<file path="src/common/ProcesserPkg.sv">
// Processer bus definitions
package ProcesserPkg;

	//----------------------------------------------------------
	// Bus widths
	//----------------------------------------------------------
	// Data path of the register bus
	localparam int lpUsiBusWidth	= 32;
	// Full register address
	localparam int lpBusAdrsBit		= 16;
	// Block number field, upper part of the address
	localparam int lpBlockAdrsMap	= 8;
	// Register offset field, whatever is left below the block number
	localparam int lpRegOfsBit		= lpBusAdrsBit - lpBlockAdrsMap;

	//----------------------------------------------------------
	// Address word
	//----------------------------------------------------------
	// One bus address seen two ways
	// Raw view as it arrives from a master
	// Map view split into block number and register offset
	typedef union packed {
		logic [lpBusAdrsBit-1:0] raw;
		struct packed {
			logic [lpBlockAdrsMap-1:0]	blk;
			logic [lpRegOfsBit-1:0]		ofs;
		} map;
	} UsiAdrs;

	//----------------------------------------------------------
	// GPIO register map
	//----------------------------------------------------------
	// Output latch load
	localparam logic [lpRegOfsBit-1:0] lpRegOut = 8'd0;
	// Bit set
	localparam logic [lpRegOfsBit-1:0] lpRegSet = 8'd1;
	// Bit clear
	localparam logic [lpRegOfsBit-1:0] lpRegClr = 8'd2;
	// Write counter, read only
	localparam logic [lpRegOfsBit-1:0] lpRegCnt = 8'd3;

	// Output latch width per block
	localparam int lpPortWidth		= 8;

	// First block number of the GPIO slaves
	localparam logic [lpBlockAdrsMap-1:0] lpBaseMapDefault = 8'h01;

endpackage

</file>
<file path="src/gpio/GpioRegBlock.sv">
// GPIO register slave
`timescale 1ns/1ps

module GpioRegBlock (
	input  logic									iSysClk,
	input  logic									rstN,
	// Broadcast bus
	input  logic [ProcesserPkg::lpUsiBusWidth-1:0]	busWd,
	input  logic [ProcesserPkg::lpRegOfsBit-1:0]	busOfs,
	// Strobes for this block only
	input  logic									wEd,
	input  logic									rEd,
	// Read answer, one cycle after rEd
	output logic [ProcesserPkg::lpUsiBusWidth-1:0]	rd,
	output logic									rVd,
	// Output latch
	output logic [ProcesserPkg::lpPortWidth-1:0]	portOut
);

import ProcesserPkg::*;

//----------------------------------------------------------
// Registers
//----------------------------------------------------------
// Accepted writes to offsets 0 to 2
logic [lpUsiBusWidth-1:0]	wrCnt;
// Write data cut to latch width
logic [lpPortWidth-1:0]		wrBits;
// Write lands on a counted register
logic						wrAcc;
// Next read word
logic [lpUsiBusWidth-1:0]	rdNext;

assign wrBits = busWd[lpPortWidth-1:0];

// Offset 3 and anything above is dropped
always_comb
begin
	case (busOfs)
		lpRegOut, lpRegSet, lpRegClr:	wrAcc = wEd;
		default:						wrAcc = 1'b0;
	endcase
end

//----------------------------------------------------------
// Latch and counter update
//----------------------------------------------------------
always_ff @(posedge iSysClk or negedge rstN)
begin
	if (!rstN)
	begin
		portOut	<= '0;
		wrCnt	<= '0;
	end
	else if (wrAcc)
	begin
		case (busOfs)
			// Plain load
			lpRegOut:	portOut <= wrBits;
			// Ones in the data set bits
			lpRegSet:	portOut <= portOut | wrBits;
			// Ones in the data clear bits
			default:	portOut <= portOut & ~wrBits;
		endcase
		wrCnt <= wrCnt + 1'b1;
	end
end

//----------------------------------------------------------
// Read path
//----------------------------------------------------------
// Offsets 0 to 2 all show the latch
always_comb
begin
	case (busOfs)
		lpRegOut, lpRegSet, lpRegClr:
		begin
			rdNext = {{(lpUsiBusWidth-lpPortWidth){1'b0}}, portOut};
		end
		lpRegCnt:
		begin
			rdNext = wrCnt;
		end
		default:
		begin
			rdNext = '0;
		end
	endcase
end

// Valid strobe
always_ff @(posedge iSysClk or negedge rstN)
begin
	if (!rstN)
	begin
		rVd <= 1'b0;
	end
	else
	begin
		rVd <= rEd;
	end
end

// Read word, only meaningful with rVd
always_ff @(posedge iSysClk)
begin
	if (rEd)
	begin
		rd <= rdNext;
	end
end

//----------------------------------------------------------
// Checks
//----------------------------------------------------------
// Decoder never reads and writes one block in the same cycle
assert property (@(posedge iSysClk) disable iff (!rstN) !(wEd && rEd))
	else $error("gpio read and write strobed together");

endmodule

</file>
<file path="src/usi/UsiBusDecode.sv">
// USI bus master select and decode
`timescale 1ns/1ps

module UsiBusDecode #(
	parameter int pSlaveNum = 4,
	parameter logic [ProcesserPkg::lpBlockAdrsMap-1:0] pBaseMap = ProcesserPkg::lpBaseMapDefault
)(
	input  logic									iSysClk,
	input  logic									rstN,
	// Bus owner
	input  logic									masterSel,
	// Controller command
	input  logic [ProcesserPkg::lpUsiBusWidth-1:0]	mcbWd,
	input  logic [ProcesserPkg::lpBusAdrsBit-1:0]	mcbAdrs,
	input  logic									mcbWEd,
	input  logic									mcbREd,
	// Host command
	input  logic [ProcesserPkg::lpUsiBusWidth-1:0]	hostWd,
	input  logic [ProcesserPkg::lpBusAdrsBit-1:0]	hostAdrs,
	input  logic									hostWEd,
	input  logic									hostREd,
	// Slave side
	output logic [ProcesserPkg::lpUsiBusWidth-1:0]	busWd,
	output logic [ProcesserPkg::lpRegOfsBit-1:0]	busOfs,
	output logic [pSlaveNum-1:0]					slvWEd,
	output logic [pSlaveNum-1:0]					slvREd,
	output logic									missREd
);

import ProcesserPkg::*;

//----------------------------------------------------------
// Command mux
//----------------------------------------------------------
logic [lpUsiBusWidth-1:0]	selWd;
UsiAdrs						selAdrs;
logic						selWEd;
logic						selREd;
// Block number relative to the first slave
logic [lpBlockAdrsMap-1:0]	slvIdx;
logic						hit;
logic [pSlaveNum-1:0]		oneHot;
// Miss held back one cycle to line up with slave read data
logic						missPend;

always_comb
begin
	// Idle master strobes are simply not looked at
	selWd		= masterSel ? hostWd   : mcbWd;
	selAdrs.raw	= masterSel ? hostAdrs : mcbAdrs;
	selWEd		= masterSel ? hostWEd  : mcbWEd;
	selREd		= masterSel ? hostREd  : mcbREd;
	// Range test from pBaseMap up to pBaseMap+pSlaveNum-1
	slvIdx		= selAdrs.map.blk - pBaseMap;
	hit			= (selAdrs.map.blk >= pBaseMap) && (slvIdx < pSlaveNum);
	for (int k = 0; k < pSlaveNum; k++)
	begin
		oneHot[k] = hit && (slvIdx == k);
	end
end

//----------------------------------------------------------
// Strobe registers
//----------------------------------------------------------
always_ff @(posedge iSysClk or negedge rstN)
begin
	if (!rstN)
	begin
		slvWEd		<= '0;
		slvREd		<= '0;
		missPend	<= 1'b0;
		missREd		<= 1'b0;
	end
	else
	begin
		// Unmapped writes fall out here since oneHot is zero
		slvWEd		<= selWEd ? oneHot : '0;
		slvREd		<= selREd ? oneHot : '0;
		missPend	<= selREd && !hit;
		missREd		<= missPend;
	end
end

// Payload follows any command
always_ff @(posedge iSysClk)
begin
	if (selWEd || selREd)
	begin
		busWd	<= selWd;
		busOfs	<= selAdrs.map.ofs;
	end
end

//----------------------------------------------------------
// Checks
//----------------------------------------------------------
// At most one slave strobed, never read and write together
assert property (@(posedge iSysClk) disable iff (!rstN)
	$onehot0(slvWEd) && $onehot0(slvREd) && !((|slvWEd) && (|slvREd)))
	else $error("decode strobe not one-hot");

endmodule

</file>
<file path="src/usi/UsiReadReturn.sv">
// USI bus read data return
`timescale 1ns/1ps

module UsiReadReturn #(
	parameter int pSlaveNum = 4
)(
	// Slave k data in word k
	input  logic [pSlaveNum*ProcesserPkg::lpUsiBusWidth-1:0]	slvRd,
	// One-hot slave valids
	input  logic [pSlaveNum-1:0]								slvRVd,
	// Read of an unmapped block
	input  logic												missREd,
	// Back to the master
	output logic [ProcesserPkg::lpUsiBusWidth-1:0]				rdData,
	output logic												rdValid
);

import ProcesserPkg::*;

//----------------------------------------------------------
// Read data select
//----------------------------------------------------------
// AND-OR mux, valids are one-hot
// Miss leaves every term gated off so data is zero
always_comb
begin
	rdData = '0;
	for (int k = 0; k < pSlaveNum; k++)
	begin
		if (slvRVd[k])
		begin
			rdData = rdData | slvRd[k*lpUsiBusWidth +: lpUsiBusWidth];
		end
	end
end

// Any slave answer or a miss
assign rdValid = (|slvRVd) || missREd;

//----------------------------------------------------------
// Checks
//----------------------------------------------------------
// Combinational block without a clock
// Deferred check so settling bits are not flagged
always_comb
begin
	assert final ($onehot0(slvRVd))
		else $error("slave read valids not one-hot");
	assert final (!(missREd && (|slvRVd)))
		else $error("miss collides with slave read");
end

endmodule

</file>
<file path="src/verilog/Processer.sv">
// Processer bus core top
`timescale 1ns/1ps

module Processer #(
	parameter int pSlaveNum = 4,
	parameter logic [ProcesserPkg::lpBlockAdrsMap-1:0] pBaseMap = ProcesserPkg::lpBaseMapDefault
)(
	// Owner select, 0 mcb and 1 host
	input  logic										masterSel,
	// On-chip controller port
	input  logic [ProcesserPkg::lpUsiBusWidth-1:0]		mcbWd,
	input  logic [ProcesserPkg::lpBusAdrsBit-1:0]		mcbAdrs,
	input  logic										mcbWEd,
	input  logic										mcbREd,
	// External host port
	input  logic [ProcesserPkg::lpUsiBusWidth-1:0]		hostWd,
	input  logic [ProcesserPkg::lpBusAdrsBit-1:0]		hostAdrs,
	input  logic										hostWEd,
	input  logic										hostREd,
	// Read return
	output logic [ProcesserPkg::lpUsiBusWidth-1:0]		rdData,
	output logic										rdValid,
	// GPIO latches, slave k in byte k
	output logic [pSlaveNum*ProcesserPkg::lpPortWidth-1:0]	portOut,
	// Clk Rst
	input  logic										iSysClk,
	input  logic										rstN
);

import ProcesserPkg::*;

//----------------------------------------------------------
// Bus wires
//----------------------------------------------------------
// Broadcast to every slave
logic [lpUsiBusWidth-1:0]			busWd;
logic [lpRegOfsBit-1:0]				busOfs;
// Per-slave strobes, one-hot
logic [pSlaveNum-1:0]				slvWEd;
logic [pSlaveNum-1:0]				slvREd;
// Unmapped read marker
logic								missREd;
// Slave read data and valids
logic [pSlaveNum*lpUsiBusWidth-1:0]	slvRd;
logic [pSlaveNum-1:0]				slvRVd;

//----------------------------------------------------------
// Master select and block decode
//----------------------------------------------------------
UsiBusDecode #(
	.pSlaveNum	(pSlaveNum),
	.pBaseMap	(pBaseMap)
) USI_BUS_DECODE (
	.iSysClk	(iSysClk),
	.rstN		(rstN),
	.masterSel	(masterSel),
	.mcbWd		(mcbWd),
	.mcbAdrs	(mcbAdrs),
	.mcbWEd		(mcbWEd),
	.mcbREd		(mcbREd),
	.hostWd		(hostWd),
	.hostAdrs	(hostAdrs),
	.hostWEd	(hostWEd),
	.hostREd	(hostREd),
	.busWd		(busWd),
	.busOfs		(busOfs),
	.slvWEd		(slvWEd),
	.slvREd		(slvREd),
	.missREd	(missREd)
);

//----------------------------------------------------------
// GPIO register slaves
//----------------------------------------------------------
for (genvar k = 0; k < pSlaveNum; k++)
begin : gGpio
	GpioRegBlock GPIO_REG_BLOCK (
		.iSysClk	(iSysClk),
		.rstN		(rstN),
		.busWd		(busWd),
		.busOfs		(busOfs),
		.wEd		(slvWEd[k]),
		.rEd		(slvREd[k]),
		.rd			(slvRd[k*lpUsiBusWidth +: lpUsiBusWidth]),
		.rVd		(slvRVd[k]),
		.portOut	(portOut[k*lpPortWidth +: lpPortWidth])
	);
end

//----------------------------------------------------------
// Read data return
//----------------------------------------------------------
UsiReadReturn #(
	.pSlaveNum	(pSlaveNum)
) USI_READ_RETURN (
	.slvRd		(slvRd),
	.slvRVd		(slvRVd),
	.missREd	(missREd),
	.rdData		(rdData),
	.rdValid	(rdValid)
);

endmodule
</file>
<file path="config.mk">
export PLATFORM = sky130hd
export DESIGN_NAME = Processer
export DESIGN_NICKNAME = d
export VERILOG_FILES = /design/src/common/ProcesserPkg.sv /design/src/gpio/GpioRegBlock.sv /design/src/usi/UsiBusDecode.sv /design/src/usi/UsiReadReturn.sv /design/src/verilog/Processer.sv
export SDC_FILE = /design/constraint.sdc
export NUM_CORES = 1
export LEC_CHECK = 0
export BUFFER_PORTS_ARGS = -buffer_cell sky130_fd_sc_hd__buf_2
export CORE_MARGIN = 4
export CORE_UTILIZATION = 64
export CTS_CLUSTER_DIAMETER = 100
export CTS_CLUSTER_SIZE = 25
export DETAILED_ROUTE_END_ITERATION = 6
export PLACE_DENSITY = 0.84
export SLEW_MARGIN = 15
export SYNTH_ARGS = -nofsm -noshare
export SYNTH_HDL_FRONTEND = slang
export SYNTH_HIERARCHICAL = 1
export SYNTH_SLANG_ARGS = --single-unit
</file>
<file path="constraint.sdc">
create_clock -name iSysClk -period 3.2 [get_ports iSysClk]
set_input_delay 0.16 -clock iSysClk [delete_from_list [all_inputs] [get_ports iSysClk]]
set_output_delay 0.16 -clock iSysClk [all_outputs]
set_load 0.02 [all_outputs]
</file>
==> run summary <==
Core Util, Final - 71.3%
Worst hold-check path type - in2reg
Post-Syn Area - 15,300 sq um
Wire length on met3 - 2540 microns
Row cnt - 56
Die W - 162 microns
Highest Signal Layer - met5
Pwr/cell area - 418 nW/um^2
Setup violators final - 0
Detailed Place HPWL - 25,500 microns
Post-CTS Setup Repair Bufs - 0
Number of diodes - 0
Met2 WL - 18,100 microns
CTS clk-pin slew, worst paths - 0.10 ns
Core Footprint - 23,500 sq um
Critical Path Start Type - flip-flop
Layout cells sized above 1 - 19.6%
WP data arrival - 2.25 ns
Global-route wire length before repair - 58,700 microns
Drt via density - 6.32
Synth Instances - 1,270
Nets - 1,496
Status - finished clean
Worst-path fanout max - 19
Final Hold Fails - 0
Pins Over Slew Limit - 0
RSZ-0062 raised after global routing - false
Gr usage total - 28.1%
Setup Skew - 0.0220 ns
Endpoint type of the worst setup path - output port
Mean Syn Cell Area - 12.0 sq um
CTS tree - built
Remaining global-route overflow - 0
Final Wtd Congestion - 0.944
Design Power - 6990 uW
Clk root buf - clkbuf_16
Setup ws final - 0.793 ns
CTS Buf Count - 16
Final TNS setup - 0 ns
Crit path kind - reg2out
P&R area growth vs syn - 9.57%
Skew-Pair Late Insertion Delay - 0.51 ns
Final period utilization - 75.2%
Critical path data required time - 3.04 ns
Worst IR drop on VDD - 0.405 mV
Die Y - 162 microns
Ys Warns - 6
First-pass DRT Iterations - 5
Clock buffer depth - 3
Starting Density - 65.0%
DRC Markers - 0
Post-route ant nets - 0
Syn Nets - 1,377
Clock sink count - 318
Pre-CTS setup slack - 0.848 ns
Top-Level Pins - 168
Final wirelength - 37,000 microns
H-tree levels - 1
Max-cap violations - 0
Vias - 10,851
Final min period - 2.41 ns
M1 WL - 14,900 microns
Post-CTS sizing - 0
Largest net degree at the start of global routing - 73
Die area - 26,400 sq um
WL/cell - 21.5 microns
Rel. slew slack - 40.4%
Vias in the first global route - 10,911
I/O Buffers - 119
Worst-Margin Slew - 0.894 ns
Initial DRC count - 916
LEAKAGE - 0.00666 uW
Initial antenna violation count - 1
Maximum achievable frequency - 415 MHz
## per-layer routing
metal | track usage [%] | vias up
li1 | - | 4895
met1 | 38.0 | 5359
met2 | 47.3 | 499
met3 | 4.23 | 96
met4 | 9.27 | 2
met5 | 0 | -
## path summary, 6_finish.rpt
check	startpoint	endpoint	slack, ns	cells past startpoint
max reg2reg	USI_BUS_DECODE/busOfs[1]	gGpio[3].GPIO_REG_BLOCK/portOut[6]	0.84	4
min in group asynchronous	rstN	gGpio[3].GPIO_REG_BLOCK/wrCnt[22]	0.24	2
max	gGpio[0].GPIO_REG_BLOCK/rVd	rdData[23]	0.79	4
max in group asynchronous	rstN	gGpio[1].GPIO_REG_BLOCK/wrCnt[19]	2.05	3
min	hostAdrs[4]	USI_BUS_DECODE/busOfs[4]	0.02	2
min reg2reg	USI_BUS_DECODE/missPend	USI_BUS_DECODE/missREd	0.37	0
## placed cells by master, fill, tap and decap left out, drive strengths merged
cell           n
a21boi         1
a21oi         32
a22o          32
a22oi         66
a31oi          1
a32oi          2
and2          92
and3           4
and4          36
and4b          4
buf          146
clkbuf        27
dfrtp        174
dlygate4sd3   31
edfxtp       144
ha             4
inv           30
mux2          21
mux2i          2
nand2        146
nand3         40
nand4         40
nor2          21
nor2b          1
nor3          50
nor3b          4
nor4          83
nor4b          6
o21ai         33
o41a           1
or3            1
xnor2         40
xor2          84
## through the flow
stage	cell area [sq um]	hold slack [ns]	std cells
final	16700	0.0212	1718
after CTS	16700	0.000920	1717
after global placement	15900	0.229	1659
after floorplan	15300	-0.136	1270
after global routing	16700	0.0156	1718
after detailed placement	15900	0.234	1659
## final cells by class
cell class | count | area (sq um)
tap | 319 | 399
fill | 1633 | 6740
clock inverter | 1 | 8.76
inverter | 29 | 109
clock buffer | 27 | 463
timing repair buffer | 177 | 1130
multi-input combinational | 847 | 5940
sequential | 318 | 8680
## power by group
group	internal, uW	switching, uW	total (uW)
sequential	4280	112	4400
combinational	118	210	328
clock	1010	1250	2260
total	5410	1580	6990
## state kept, by name, indices dropped and copies added (netlist names), 4 cells and up
name                          flops
gGpio.GPIO_REG_BLOCK/rd         128
gGpio.GPIO_REG_BLOCK/wrCnt      128
gGpio.GPIO_REG_BLOCK/portOut     32
USI_BUS_DECODE/busOfs             8
USI_BUS_DECODE/busWd              8
USI_BUS_DECODE/slvREd             4
USI_BUS_DECODE/slvWEd             4
gGpio.GPIO_REG_BLOCK/rVd          4
## critical path: stages (launching register included)
cell,delay [ns]
dfrtp_1,0.94
buf_4,0.36
a22oi_1,0.12
nand2_1,0.13
buf_2,0.18
## timing repair
action	CTS	global route
hold buffers	30	1
endpoints found under the hold margin	85	1
setup endpoints to repair	0	0
(Power assumes the default switching activity.)
